File: src/hdl/soc_cfg.svh
`ifndef SOC_CFG_SVH
`define SOC_CFG_SVH

// host and apb address width
`define SOC_ADDR_W 12

// register data width
`define SOC_DATA_W 32

// number of led driver slots
`define SOC_N_SLOTS 2

// led pins per slot
`define SOC_LED_BITS 2

// slot field sits in addr[11:8]
`define SOC_SEL_LSB 8
`define SOC_SEL_W 4

// slot field values of the mapped responders
`define SOC_INTC_SEL 0
// led slot k answers at base + k
`define SOC_SLOT_BASE_SEL 1

`endif

File: src/hdl/soc_pkg.sv
`default_nettype none

`include "soc_cfg.svh"

package soc_pkg;

	// apb bundle from master to decoder and responders
	// psel is produced per slot by the decoder
	typedef struct packed {
		logic                   write;
		logic [`SOC_ADDR_W-1:0] addr;
		logic [`SOC_DATA_W-1:0] wdata;
		logic                   enable;
	} apb_req_t;

	// one responder answer, zero when not selected
	typedef struct packed {
		logic [`SOC_DATA_W-1:0] rdata;
		logic                   ack;
		logic                   err;
	} apb_rsp_t;

	// host side request, valid with req_valid
	typedef struct packed {
		logic                   write;
		logic [`SOC_ADDR_W-1:0] addr;
		logic [`SOC_DATA_W-1:0] wdata;
	} host_req_t;

	// host side response, valid with resp_valid
	typedef struct packed {
		logic [`SOC_DATA_W-1:0] rdata;
		logic                   err;
	} host_rsp_t;

	// apb sequencer states
	typedef enum logic [1:0] {
		IDLE   = 2'd0,
		SETUP  = 2'd1,
		ACCESS = 2'd2
	} apb_state_e;

	// interrupt controller offsets within its slot
	typedef enum logic [2:0] {
		REG_STATUS = 3'd0,
		REG_MASK   = 3'd4
	} intc_reg_e;

endpackage

`default_nettype wire

File: src/hdl/apb_master.sv
`timescale 1ns/10ps
`default_nettype none

module apb_master (
	input  wire logic                apb_clk,
	input  wire logic                arst_n,

	input  wire logic                req_valid,
	input  wire soc_pkg::host_req_t  req,
	output logic                     resp_valid,
	output soc_pkg::host_rsp_t       resp,
	output logic                     busy,

	output soc_pkg::apb_req_t        apb_req,
	output logic                     psel_any,
	input  wire soc_pkg::apb_rsp_t   apb_rsp
);

	soc_pkg::apb_state_e state;
	soc_pkg::host_req_t  req_q;
	logic                access_done;

	// ack only counts in the access phase
	assign access_done = (state == soc_pkg::ACCESS) && apb_rsp.ack;

	// psel covers setup and access
	assign psel_any = (state != soc_pkg::IDLE);
	// busy drops together with the response pulse
	assign busy = psel_any;

	// request fields held for the whole transfer
	assign apb_req.write  = req_q.write;
	assign apb_req.addr   = req_q.addr;
	assign apb_req.wdata  = req_q.wdata;
	assign apb_req.enable = (state == soc_pkg::ACCESS);

	always_ff @(posedge apb_clk or negedge arst_n) begin
		if (!arst_n) begin
			state <= soc_pkg::IDLE;
		end else begin
			case (state)
				soc_pkg::IDLE: begin
					if (req_valid) begin
						state <= soc_pkg::SETUP;
					end
				end
				// one setup cycle, then enable
				soc_pkg::SETUP: begin
					state <= soc_pkg::ACCESS;
				end
				// wait states until some responder acks
				soc_pkg::ACCESS: begin
					if (apb_rsp.ack) begin
						state <= soc_pkg::IDLE;
					end
				end
				default: begin
					state <= soc_pkg::IDLE;
				end
			endcase
		end
	end

	// capture host request on accept
	always_ff @(posedge apb_clk) begin
		if ((state == soc_pkg::IDLE) && req_valid) begin
			req_q <= req;
		end
	end

	// response pulse one cycle after ack
	always_ff @(posedge apb_clk or negedge arst_n) begin
		if (!arst_n) begin
			resp_valid <= 1'b0;
		end else begin
			resp_valid <= access_done;
		end
	end

	always_ff @(posedge apb_clk) begin
		if (access_done) begin
			resp.rdata <= apb_rsp.rdata;
			resp.err   <= apb_rsp.err;
		end
	end

	// host must wait for the previous response
	a_no_req_while_busy: assert property (@(posedge apb_clk) disable iff (!arst_n)
		req_valid |-> !busy);

	// enable never rises without a setup cycle before it
	a_enable_after_setup: assert property (@(posedge apb_clk) disable iff (!arst_n)
		$rose(apb_req.enable) |-> $past(psel_any));

endmodule

`default_nettype wire

File: src/hdl/apb_decoder.sv
`timescale 1ns/10ps
`default_nettype none

`include "soc_cfg.svh"

module apb_decoder (
	input  wire soc_pkg::apb_req_t        apb_req,
	input  wire logic                     psel_any,

	output logic [`SOC_N_SLOTS-1:0]       sel,
	output logic                          sel_intc,
	output logic                          unmapped
);

	logic [`SOC_SEL_W-1:0] field;

	// slot field of the current address
	assign field = apb_req.addr[`SOC_SEL_LSB +: `SOC_SEL_W];

	// led slot k sits right after the controller
	always_comb begin
		sel = '0;
		for (int k = 0; k < `SOC_N_SLOTS; k++) begin
			sel[k] = psel_any && (int'(field) == `SOC_SLOT_BASE_SEL + k);
		end
	end

	// controller slot
	assign sel_intc = psel_any && (int'(field) == `SOC_INTC_SEL);

	// nothing matched, merger answers with an error
	assign unmapped = psel_any && !sel_intc && !(|sel);

	// map overlap would select two responders at once
	always_comb begin
		a_sel_onehot: assert ($onehot0({sel, sel_intc, unmapped}))
			else $error("apb_decoder: more than one select active");
	end

endmodule

`default_nettype wire

File: src/hdl/apb_resp_merge.sv
`timescale 1ns/10ps
`default_nettype none

`include "soc_cfg.svh"

module apb_resp_merge (
	input  wire logic                                  apb_clk,
	input  wire logic                                  arst_n,

	input  wire soc_pkg::apb_req_t                     apb_req,
	input  wire logic                                  unmapped,
	input  wire soc_pkg::apb_rsp_t [`SOC_N_SLOTS-1:0]  slot_rsp,
	input  wire soc_pkg::apb_rsp_t                     intc_rsp,

	output soc_pkg::apb_rsp_t                          apb_rsp
);

	soc_pkg::apb_rsp_t       rsp_or;
	logic                    err_q;
	logic                    err_ack;
	logic [`SOC_N_SLOTS:0]   acks;

	// idle responders drive zero, so a plain or drains them
	always_comb begin
		rsp_or  = intc_rsp;
		acks[0] = intc_rsp.ack;
		for (int k = 0; k < `SOC_N_SLOTS; k++) begin
			rsp_or.rdata = rsp_or.rdata | slot_rsp[k].rdata;
			rsp_or.ack   = rsp_or.ack | slot_rsp[k].ack;
			rsp_or.err   = rsp_or.err | slot_rsp[k].err;
			acks[k+1]    = slot_rsp[k].ack;
		end
	end

	// unmapped access gets one wait state, then error
	always_ff @(posedge apb_clk or negedge arst_n) begin
		if (!arst_n) begin
			err_q <= 1'b0;
		end else begin
			err_q <= unmapped && apb_req.enable && !err_q;
		end
	end

	assign err_ack = err_q && unmapped && apb_req.enable;

	// rdata stays zero on error since nobody is selected
	assign apb_rsp.rdata = rsp_or.rdata;
	assign apb_rsp.ack   = rsp_or.ack | err_ack;
	assign apb_rsp.err   = rsp_or.err | err_ack;

	// one responder per transfer
	a_single_ack: assert property (@(posedge apb_clk) disable iff (!arst_n)
		$onehot0({acks, err_ack}));

endmodule

`default_nettype wire

File: src/hdl/led_slot.sv
`timescale 1ns/10ps
`default_nettype none

`include "soc_cfg.svh"

module led_slot (
	input  wire logic                    apb_clk,
	input  wire logic                    arst_n,

	input  wire soc_pkg::apb_req_t       apb_req,
	input  wire logic                    sel,

	output soc_pkg::apb_rsp_t            apb_rsp,
	output logic [`SOC_LED_BITS-1:0]     led,
	output logic                         wr_event
);

	logic [`SOC_DATA_W-1:0] data_q;
	logic                   wait_q;
	logic                   acc;
	logic                   ack;

	// selected and in access phase
	assign acc = sel && apb_req.enable;

	// ack in the second access cycle
	assign ack = acc && wait_q;

	// wait flop, cleared again with the ack
	always_ff @(posedge apb_clk or negedge arst_n) begin
		if (!arst_n) begin
			wait_q <= 1'b0;
		end else begin
			wait_q <= acc && !wait_q;
		end
	end

	// data register, written on the acked write only
	always_ff @(posedge apb_clk or negedge arst_n) begin
		if (!arst_n) begin
			data_q <= '0;
		end else if (ack && apb_req.write) begin
			data_q <= apb_req.wdata;
		end
	end

	// zero when idle so the merger can or
	assign apb_rsp.rdata = ack ? data_q : '0;
	assign apb_rsp.ack   = ack;
	assign apb_rsp.err   = 1'b0;

	// low bits go to the pins
	assign led = data_q[`SOC_LED_BITS-1:0];

	// event toward the interrupt controller
	assign wr_event = ack && apb_req.write;

endmodule

`default_nettype wire

File: src/hdl/int_controller.sv
`timescale 1ns/10ps
`default_nettype none

`include "soc_cfg.svh"

module int_controller (
	input  wire logic                      apb_clk,
	input  wire logic                      arst_n,

	input  wire soc_pkg::apb_req_t         apb_req,
	input  wire logic                      sel,
	input  wire logic [`SOC_N_SLOTS-1:0]   src_event,

	output soc_pkg::apb_rsp_t              apb_rsp,
	output logic                           int_o
);

	logic [`SOC_N_SLOTS-1:0] status_q;
	logic [`SOC_N_SLOTS-1:0] mask_q;
	logic [`SOC_N_SLOTS-1:0] clr_bits;
	logic                    int_q;
	logic                    acc;
	logic                    wr_status;
	logic                    wr_mask;
	soc_pkg::intc_reg_e      reg_sel;
	logic [`SOC_DATA_W-1:0]  rd_word;

	// register offset inside the slot
	assign reg_sel = soc_pkg::intc_reg_e'(apb_req.addr[2:0]);

	// no wait state, ack in first access cycle
	assign acc = sel && apb_req.enable;

	assign wr_status = acc && apb_req.write && (reg_sel == soc_pkg::REG_STATUS);
	assign wr_mask   = acc && apb_req.write && (reg_sel == soc_pkg::REG_MASK);

	// write one to clear
	assign clr_bits = wr_status ? apb_req.wdata[`SOC_N_SLOTS-1:0] : '0;

	// status bits, a new event beats the clear
	always_ff @(posedge apb_clk or negedge arst_n) begin
		if (!arst_n) begin
			status_q <= '0;
		end else begin
			status_q <= (status_q & ~clr_bits) | src_event;
		end
	end

	// mask register
	always_ff @(posedge apb_clk or negedge arst_n) begin
		if (!arst_n) begin
			mask_q <= '0;
		end else if (wr_mask) begin
			mask_q <= apb_req.wdata[`SOC_N_SLOTS-1:0];
		end
	end

	// registered interrupt line
	always_ff @(posedge apb_clk or negedge arst_n) begin
		if (!arst_n) begin
			int_q <= 1'b0;
		end else begin
			int_q <= |(status_q & mask_q);
		end
	end

	assign int_o = int_q;

	// read mux, unknown offsets read zero
	always_comb begin
		rd_word = '0;
		case (reg_sel)
			soc_pkg::REG_STATUS: rd_word[`SOC_N_SLOTS-1:0] = status_q;
			soc_pkg::REG_MASK:   rd_word[`SOC_N_SLOTS-1:0] = mask_q;
			default:             rd_word = '0;
		endcase
	end

	// quiet bus when not selected
	assign apb_rsp.rdata = acc ? rd_word : '0;
	assign apb_rsp.ack   = acc;
	assign apb_rsp.err   = 1'b0;

endmodule

`default_nettype wire

File: src/hdl/soc_apb_top.sv
`timescale 1ns/10ps
`default_nettype none

`include "soc_cfg.svh"

module soc_apb_top (
	input  wire logic                                 apb_clk,
	input  wire logic                                 arst_n,

	input  wire logic                                 req_valid,
	input  wire soc_pkg::host_req_t                   req,
	output logic                                      resp_valid,
	output soc_pkg::host_rsp_t                        resp,
	output logic                                      busy,

	output logic [`SOC_N_SLOTS*`SOC_LED_BITS-1:0]     led,
	output logic                                      int_o
);

	// apb request and selects
	soc_pkg::apb_req_t                     apb_req;
	logic                                  psel_any;
	logic [`SOC_N_SLOTS-1:0]               sel;
	logic                                  sel_intc;
	logic                                  unmapped;

	// responder answers
	soc_pkg::apb_rsp_t [`SOC_N_SLOTS-1:0]  slot_rsp;
	soc_pkg::apb_rsp_t                     intc_rsp;
	soc_pkg::apb_rsp_t                     apb_rsp;

	// slot write events into the controller
	logic [`SOC_N_SLOTS-1:0]               wr_event;

	apb_master master0 (
		.apb_clk    (apb_clk    ),
		.arst_n     (arst_n     ),
		.req_valid  (req_valid  ),
		.req        (req        ),
		.resp_valid (resp_valid ),
		.resp       (resp       ),
		.busy       (busy       ),
		.apb_req    (apb_req    ),
		.psel_any   (psel_any   ),
		.apb_rsp    (apb_rsp    )
	);

	apb_decoder decoder0 (
		.apb_req    (apb_req    ),
		.psel_any   (psel_any   ),
		.sel        (sel        ),
		.sel_intc   (sel_intc   ),
		.unmapped   (unmapped   )
	);

	// slot 0 drives the lowest led pins
	for (genvar k = 0; k < `SOC_N_SLOTS; k++) begin : g_slot
		led_slot slot (
			.apb_clk  (apb_clk                                 ),
			.arst_n   (arst_n                                  ),
			.apb_req  (apb_req                                 ),
			.sel      (sel[k]                                  ),
			.apb_rsp  (slot_rsp[k]                             ),
			.led      (led[k*`SOC_LED_BITS +: `SOC_LED_BITS]   ),
			.wr_event (wr_event[k]                             )
		);
	end

	apb_resp_merge merge0 (
		.apb_clk    (apb_clk    ),
		.arst_n     (arst_n     ),
		.apb_req    (apb_req    ),
		.unmapped   (unmapped   ),
		.slot_rsp   (slot_rsp   ),
		.intc_rsp   (intc_rsp   ),
		.apb_rsp    (apb_rsp    )
	);

	int_controller intc0 (
		.apb_clk    (apb_clk    ),
		.arst_n     (arst_n     ),
		.apb_req    (apb_req    ),
		.sel        (sel_intc   ),
		.src_event  (wr_event   ),
		.apb_rsp    (intc_rsp   ),
		.int_o      (int_o      )
	);

endmodule

`default_nettype wire

File: config.mk
export PLATFORM = sky130hd
export DESIGN_NAME = soc_apb_top
export DESIGN_NICKNAME = d
export VERILOG_FILES = /design/src/hdl/soc_pkg.sv /design/src/hdl/apb_master.sv /design/src/hdl/apb_decoder.sv /design/src/hdl/apb_resp_merge.sv /design/src/hdl/led_slot.sv /design/src/hdl/int_controller.sv /design/src/hdl/soc_apb_top.sv
export VERILOG_INCLUDE_DIRS = /design/src /design/src/hdl
export SDC_FILE = /design/constraint.sdc
export NUM_CORES = 1
export LEC_CHECK = 0
export BUFFER_PORTS_ARGS = -buffer_cell sky130_fd_sc_hd__buf_2
export CAP_MARGIN = 10
export CORE_MARGIN = 3
export CORE_UTILIZATION = 50
export DETAILED_ROUTE_END_ITERATION = 10
export PLACE_DENSITY_LB_ADDON = 0.2
export SYNTH_ARGS = -nofsm -noshare
export SYNTH_HDL_FRONTEND = slang
export SYNTH_SLANG_ARGS = --single-unit
File: constraint.sdc
create_clock -name apb_clk -period 3 [get_ports apb_clk]
set_clock_uncertainty 0.1 [all_clocks]
set_input_delay 0 -clock apb_clk [delete_from_list [all_inputs] [get_ports apb_clk]]
set_output_delay 0 -clock apb_clk [all_outputs]
set_load 0.02 [all_outputs]
==> out/metrics.csv <==
stage;metric;value;unit
status;status;finished, final reports clean;
floorplan;row_count;37;
finish;drive_gt1_share;42.2;%
detailed_routing;vias;3104;
flow_run;drv_cap;0;
setup_path;worstReg2RegStart;master0.state[0]$_DFFE_PN0P_;
setup_path;cp_cell_sequence;or4b_1 -> buf_4 -> nor3_1 -> or3_2 -> buf_4;
clock_tree;post_cts_resized;0;
detailed_routing;vias_per_cell;5.25;
timing;hold_violations;0;
clock_tree;post_cts_buffers;0;
floorplan;dieArea;12300;um^2
setup_path;startpoint_type;flip-flop;
synthesis;synthTopCellsByArea;edfxtp_1, dfrtp_1, mux2_2;
timing;tightest_slew;0.960;ns
finish;syn_to_final_growth;29.4;%
pwr;p_per_area;728;nW/um^2
setup_path;crit_path_end_kind;flip-flop;
setup_path;crit_end;master0.resp[17]$_DFFE_PP_;
setup_path;crit_cells;5;
clock_tree;cts_hold_buf;42;
detailed_routing;route.met3.wl;451;um
timing;setup_violations;0;
clock_tree;cts_tree;done;
setup_path;reg2reg_to;master0.resp[17]$_DFFE_PP_;
timing;fin_ws;0.555;ns
setup_path;arrival;2.54;ns
synthesis;ys_ff_latch;148;
grt;grt_max_degree;76;
synthesis;synth.yosys.seq_area_share;73.7;%
timing;maxSlewViolCount;0;
setup_path;worst-path-buf-inv;2;
synthesis;ys_types;34;
clock_tree;cts_buffers;17;
synthesis;syn_avg_cell_area;18.0;um^2
setup_path;cp_slowest_cell;or4b_1;
timing;finalSetupTns;0;ns
finish;fill_cells;696;
clock_tree;clock_path_buffers;2;
placement;dp.cells;517;
floorplan;fp.dieH;111;um
pwr;vdd_drop_max;0.000511;V
clock_tree;cts.sinks;148;
detailed_routing;ant_nets;0;
synthesis;synth_top_cell_by_area;edfxtp_1;
detailed_routing;drt-initial-drc-count;116;
synthesis;synth_ff_type;dfrtp_1;
timing;fin_crit;2.44;ns
clock_tree;insertion_delay;0.53;ns
detailed_routing;wl_met1;4.51;mm
finish;fin_nets;490;
finish;final_cells;591;
synthesis;ys_warn_count;0;
finish;final_util;67.9;%
setup_path;critPathKind;reg2reg;
setup_path;cp_slowest_stage_delay;0.63;ns
timing;rsz0062_at_grt;no;
finish;antenna_cells;0;
setup_path;crit_family;simple AND/OR/NAND/NOR gates;
synthesis;synthesis.area;5520;um^2
synthesis;synth_edf_count;73;
timing;period_share;81.5;%
hold_path;hp-class;in2async;
clock_tree;clk_pin_slew;0.06;ns
detailed_routing;drc_errors;0;
placement;preCtsSetupSlack;0.590;ns
setup_path;r2r_cells;5;
detailed_routing;wl_per_cell;17.7;um
floorplan;die_width;111;um
grt;grtUsageTotal;18.4;%
placement;place_congestion;0.697;
synthesis;syn_inst;306;
grt;first_global_vias;3434;
detailed_routing;drtPass1Iterations;5;
timing;slew_headroom;36.0;%
detailed_routing;met2_length;5.32;mm
pwr;leakage;0.00317;uW
grt;grt_pass1_wl;17.4;mm
placement;portBuffers;82;
detailed_routing;dr.max_layer_used;met4;
floorplan;initial_core_util;52.5;%
detailed_routing;wirelength;10.4;mm
setup_path;crit_fanout;23;
synthesis;synthArstFlopShare;50.7;%
setup_path;cp_common_cell;buf_4;
timing;finalHoldWorstSlack;0.0530;ns
timing;fmaxAchievable;409;MHz
clock_tree;clockRootBuffer;clkbuf_8;
clock_tree;htree_levels;4;
floorplan;io_pins;88;
synthesis;syn_nets;354;
grt;grt_overflow;0;
synthesis;yosysTopAreaCellShare;39.7;%
setup_path;r2r_setup_slack;0.56;ns
setup_path;cp.required;3.10;ns
grt;antenna_found_initial;0;
setup_path;critPathLaunch;master0.state[0]$_DFFE_PN0P_;
placement;hpwl;6.12;mm
floorplan;core_area;10500;um^2
==> Yosys cell counts, drive strengths merged, types with 4 or more instances <==
cell type / n
nand2: 4
inv: 4
a22o: 29
edfxtp: 73
nor2: 4
dfrtp: 75
nor3: 7
mux2: 66
buf: 18
==> layer usage <==
metal | global-route usage [%] | vias up
li1 | - | 1432
met1 | 22.6 | 1587
met2 | 30.4 | 70
met3 | 6.06 | 15
met4 | 6.89 | 0
met5 | 0 | -
==> power by group <==
part	total [uW]	leakage, uW	internal (uW)	switching [uW]
Combinational	498	0.00115	173	326
Sequential	2500	0.00172	2390	105
Clock	2200	0.000297	1420	788
Total	5200	0.00317	3980	1220
==> state kept, by name, indices dropped and copies added (netlist names) <==
register / flops
intc0.int_o: 1
master0.resp_valid: 1
merge0.err_q: 1
intc0.status_q: 2
g_slot.slot.wait_q: 2
intc0.mask_q: 2
master0.state: 2
g_slot.slot.data_q: 64
master0.apb_req: 40
master0.resp: 33
==> worst reg2reg max path, stage by stage (launching register included) <==
cell	delay, ns
dfrtp_1	0.40
or4b_1	0.63
buf_4	0.25
nor3_1	0.24
or3_2	0.17
buf_4	0.31
==> stage by stage <==
| step | area (um^2) | total power [uW] |
|---|---|---|
| after floorplan | 5520 | 2770 |
| after global placement | 6090 | 2980 |
| after detailed placement | 6090 | 3000 |
| after CTS | 7140 | 5270 |
| after global routing | 7140 | 5410 |
| final | 7140 | 5200 |
==> worst min path at each step <==
stage                       start                                    to  slack [ns]  cells after the start
final                      arst_n  g_slot[0].slot.data_q[2]$_DFFE_PN0P_        0.05                      2
after floorplan            arst_n  g_slot[0].slot.data_q[0]$_DFFE_PN0P_       -0.40                      0
after detailed placement  req[30]         master0.apb_req[31]$_DFFE_PP_        0.08                      1
after CTS                 req[22]         master0.apb_req[23]$_DFFE_PP_        0.03                      2
after global placement    req[24]         master0.apb_req[25]$_DFFE_PP_        0.08                      1
after global routing      req[27]         master0.apb_req[28]$_DFFE_PP_        0.06                      2
==> placed cells by master (no fill, tap or decap), types with 2 or more instances in the layout <==
cell type and instances:
a32o_1 2, o41ai_1 2, dlygate4sd3_1 42, a221o_1 2, nor3_4 2, bufinv_16 4
clkbuf_16 16, nor2_4 2, nand2_1 4, buf_4 12, nor2_1 2, mux2i_1 2
inv_1 4, nor2b_1 2, clkinvlp_4 4, nand2b_1 2, clkbuf_8 4, buf_2 81
mux2_2 59, edfxtp_1 73, nor3_1 4, mux2_1 7, a22o_1 29, dfrtp_1 75
==> area by class of cell <==
cell class                      instances  area (um^2)  area share, %
Timing Repair Buffer                  136          936           13.1
Clock buffer                           20          455           6.38
Multi-Input combinational cell        135         1320           18.5
Clock inverter                         12          176           2.47
Sequential cell                       148         4070           57.0
Tap cell                              136          170           2.38
Inverter                                4         15.0          0.210
==> cell families (layout without fill, tap and decap cells) <==
family,after synthesis,count (layout),synth area share (%)
buffers and inverters,23,172,2.83
AO/OA/AOI/OAI,38,38,6.05
multiplexers,68,68,13.8
AND/OR/NAND/NOR,29,29,3.56
flip-flops,148,148,73.7
Power figures use the tool's default switching activity.
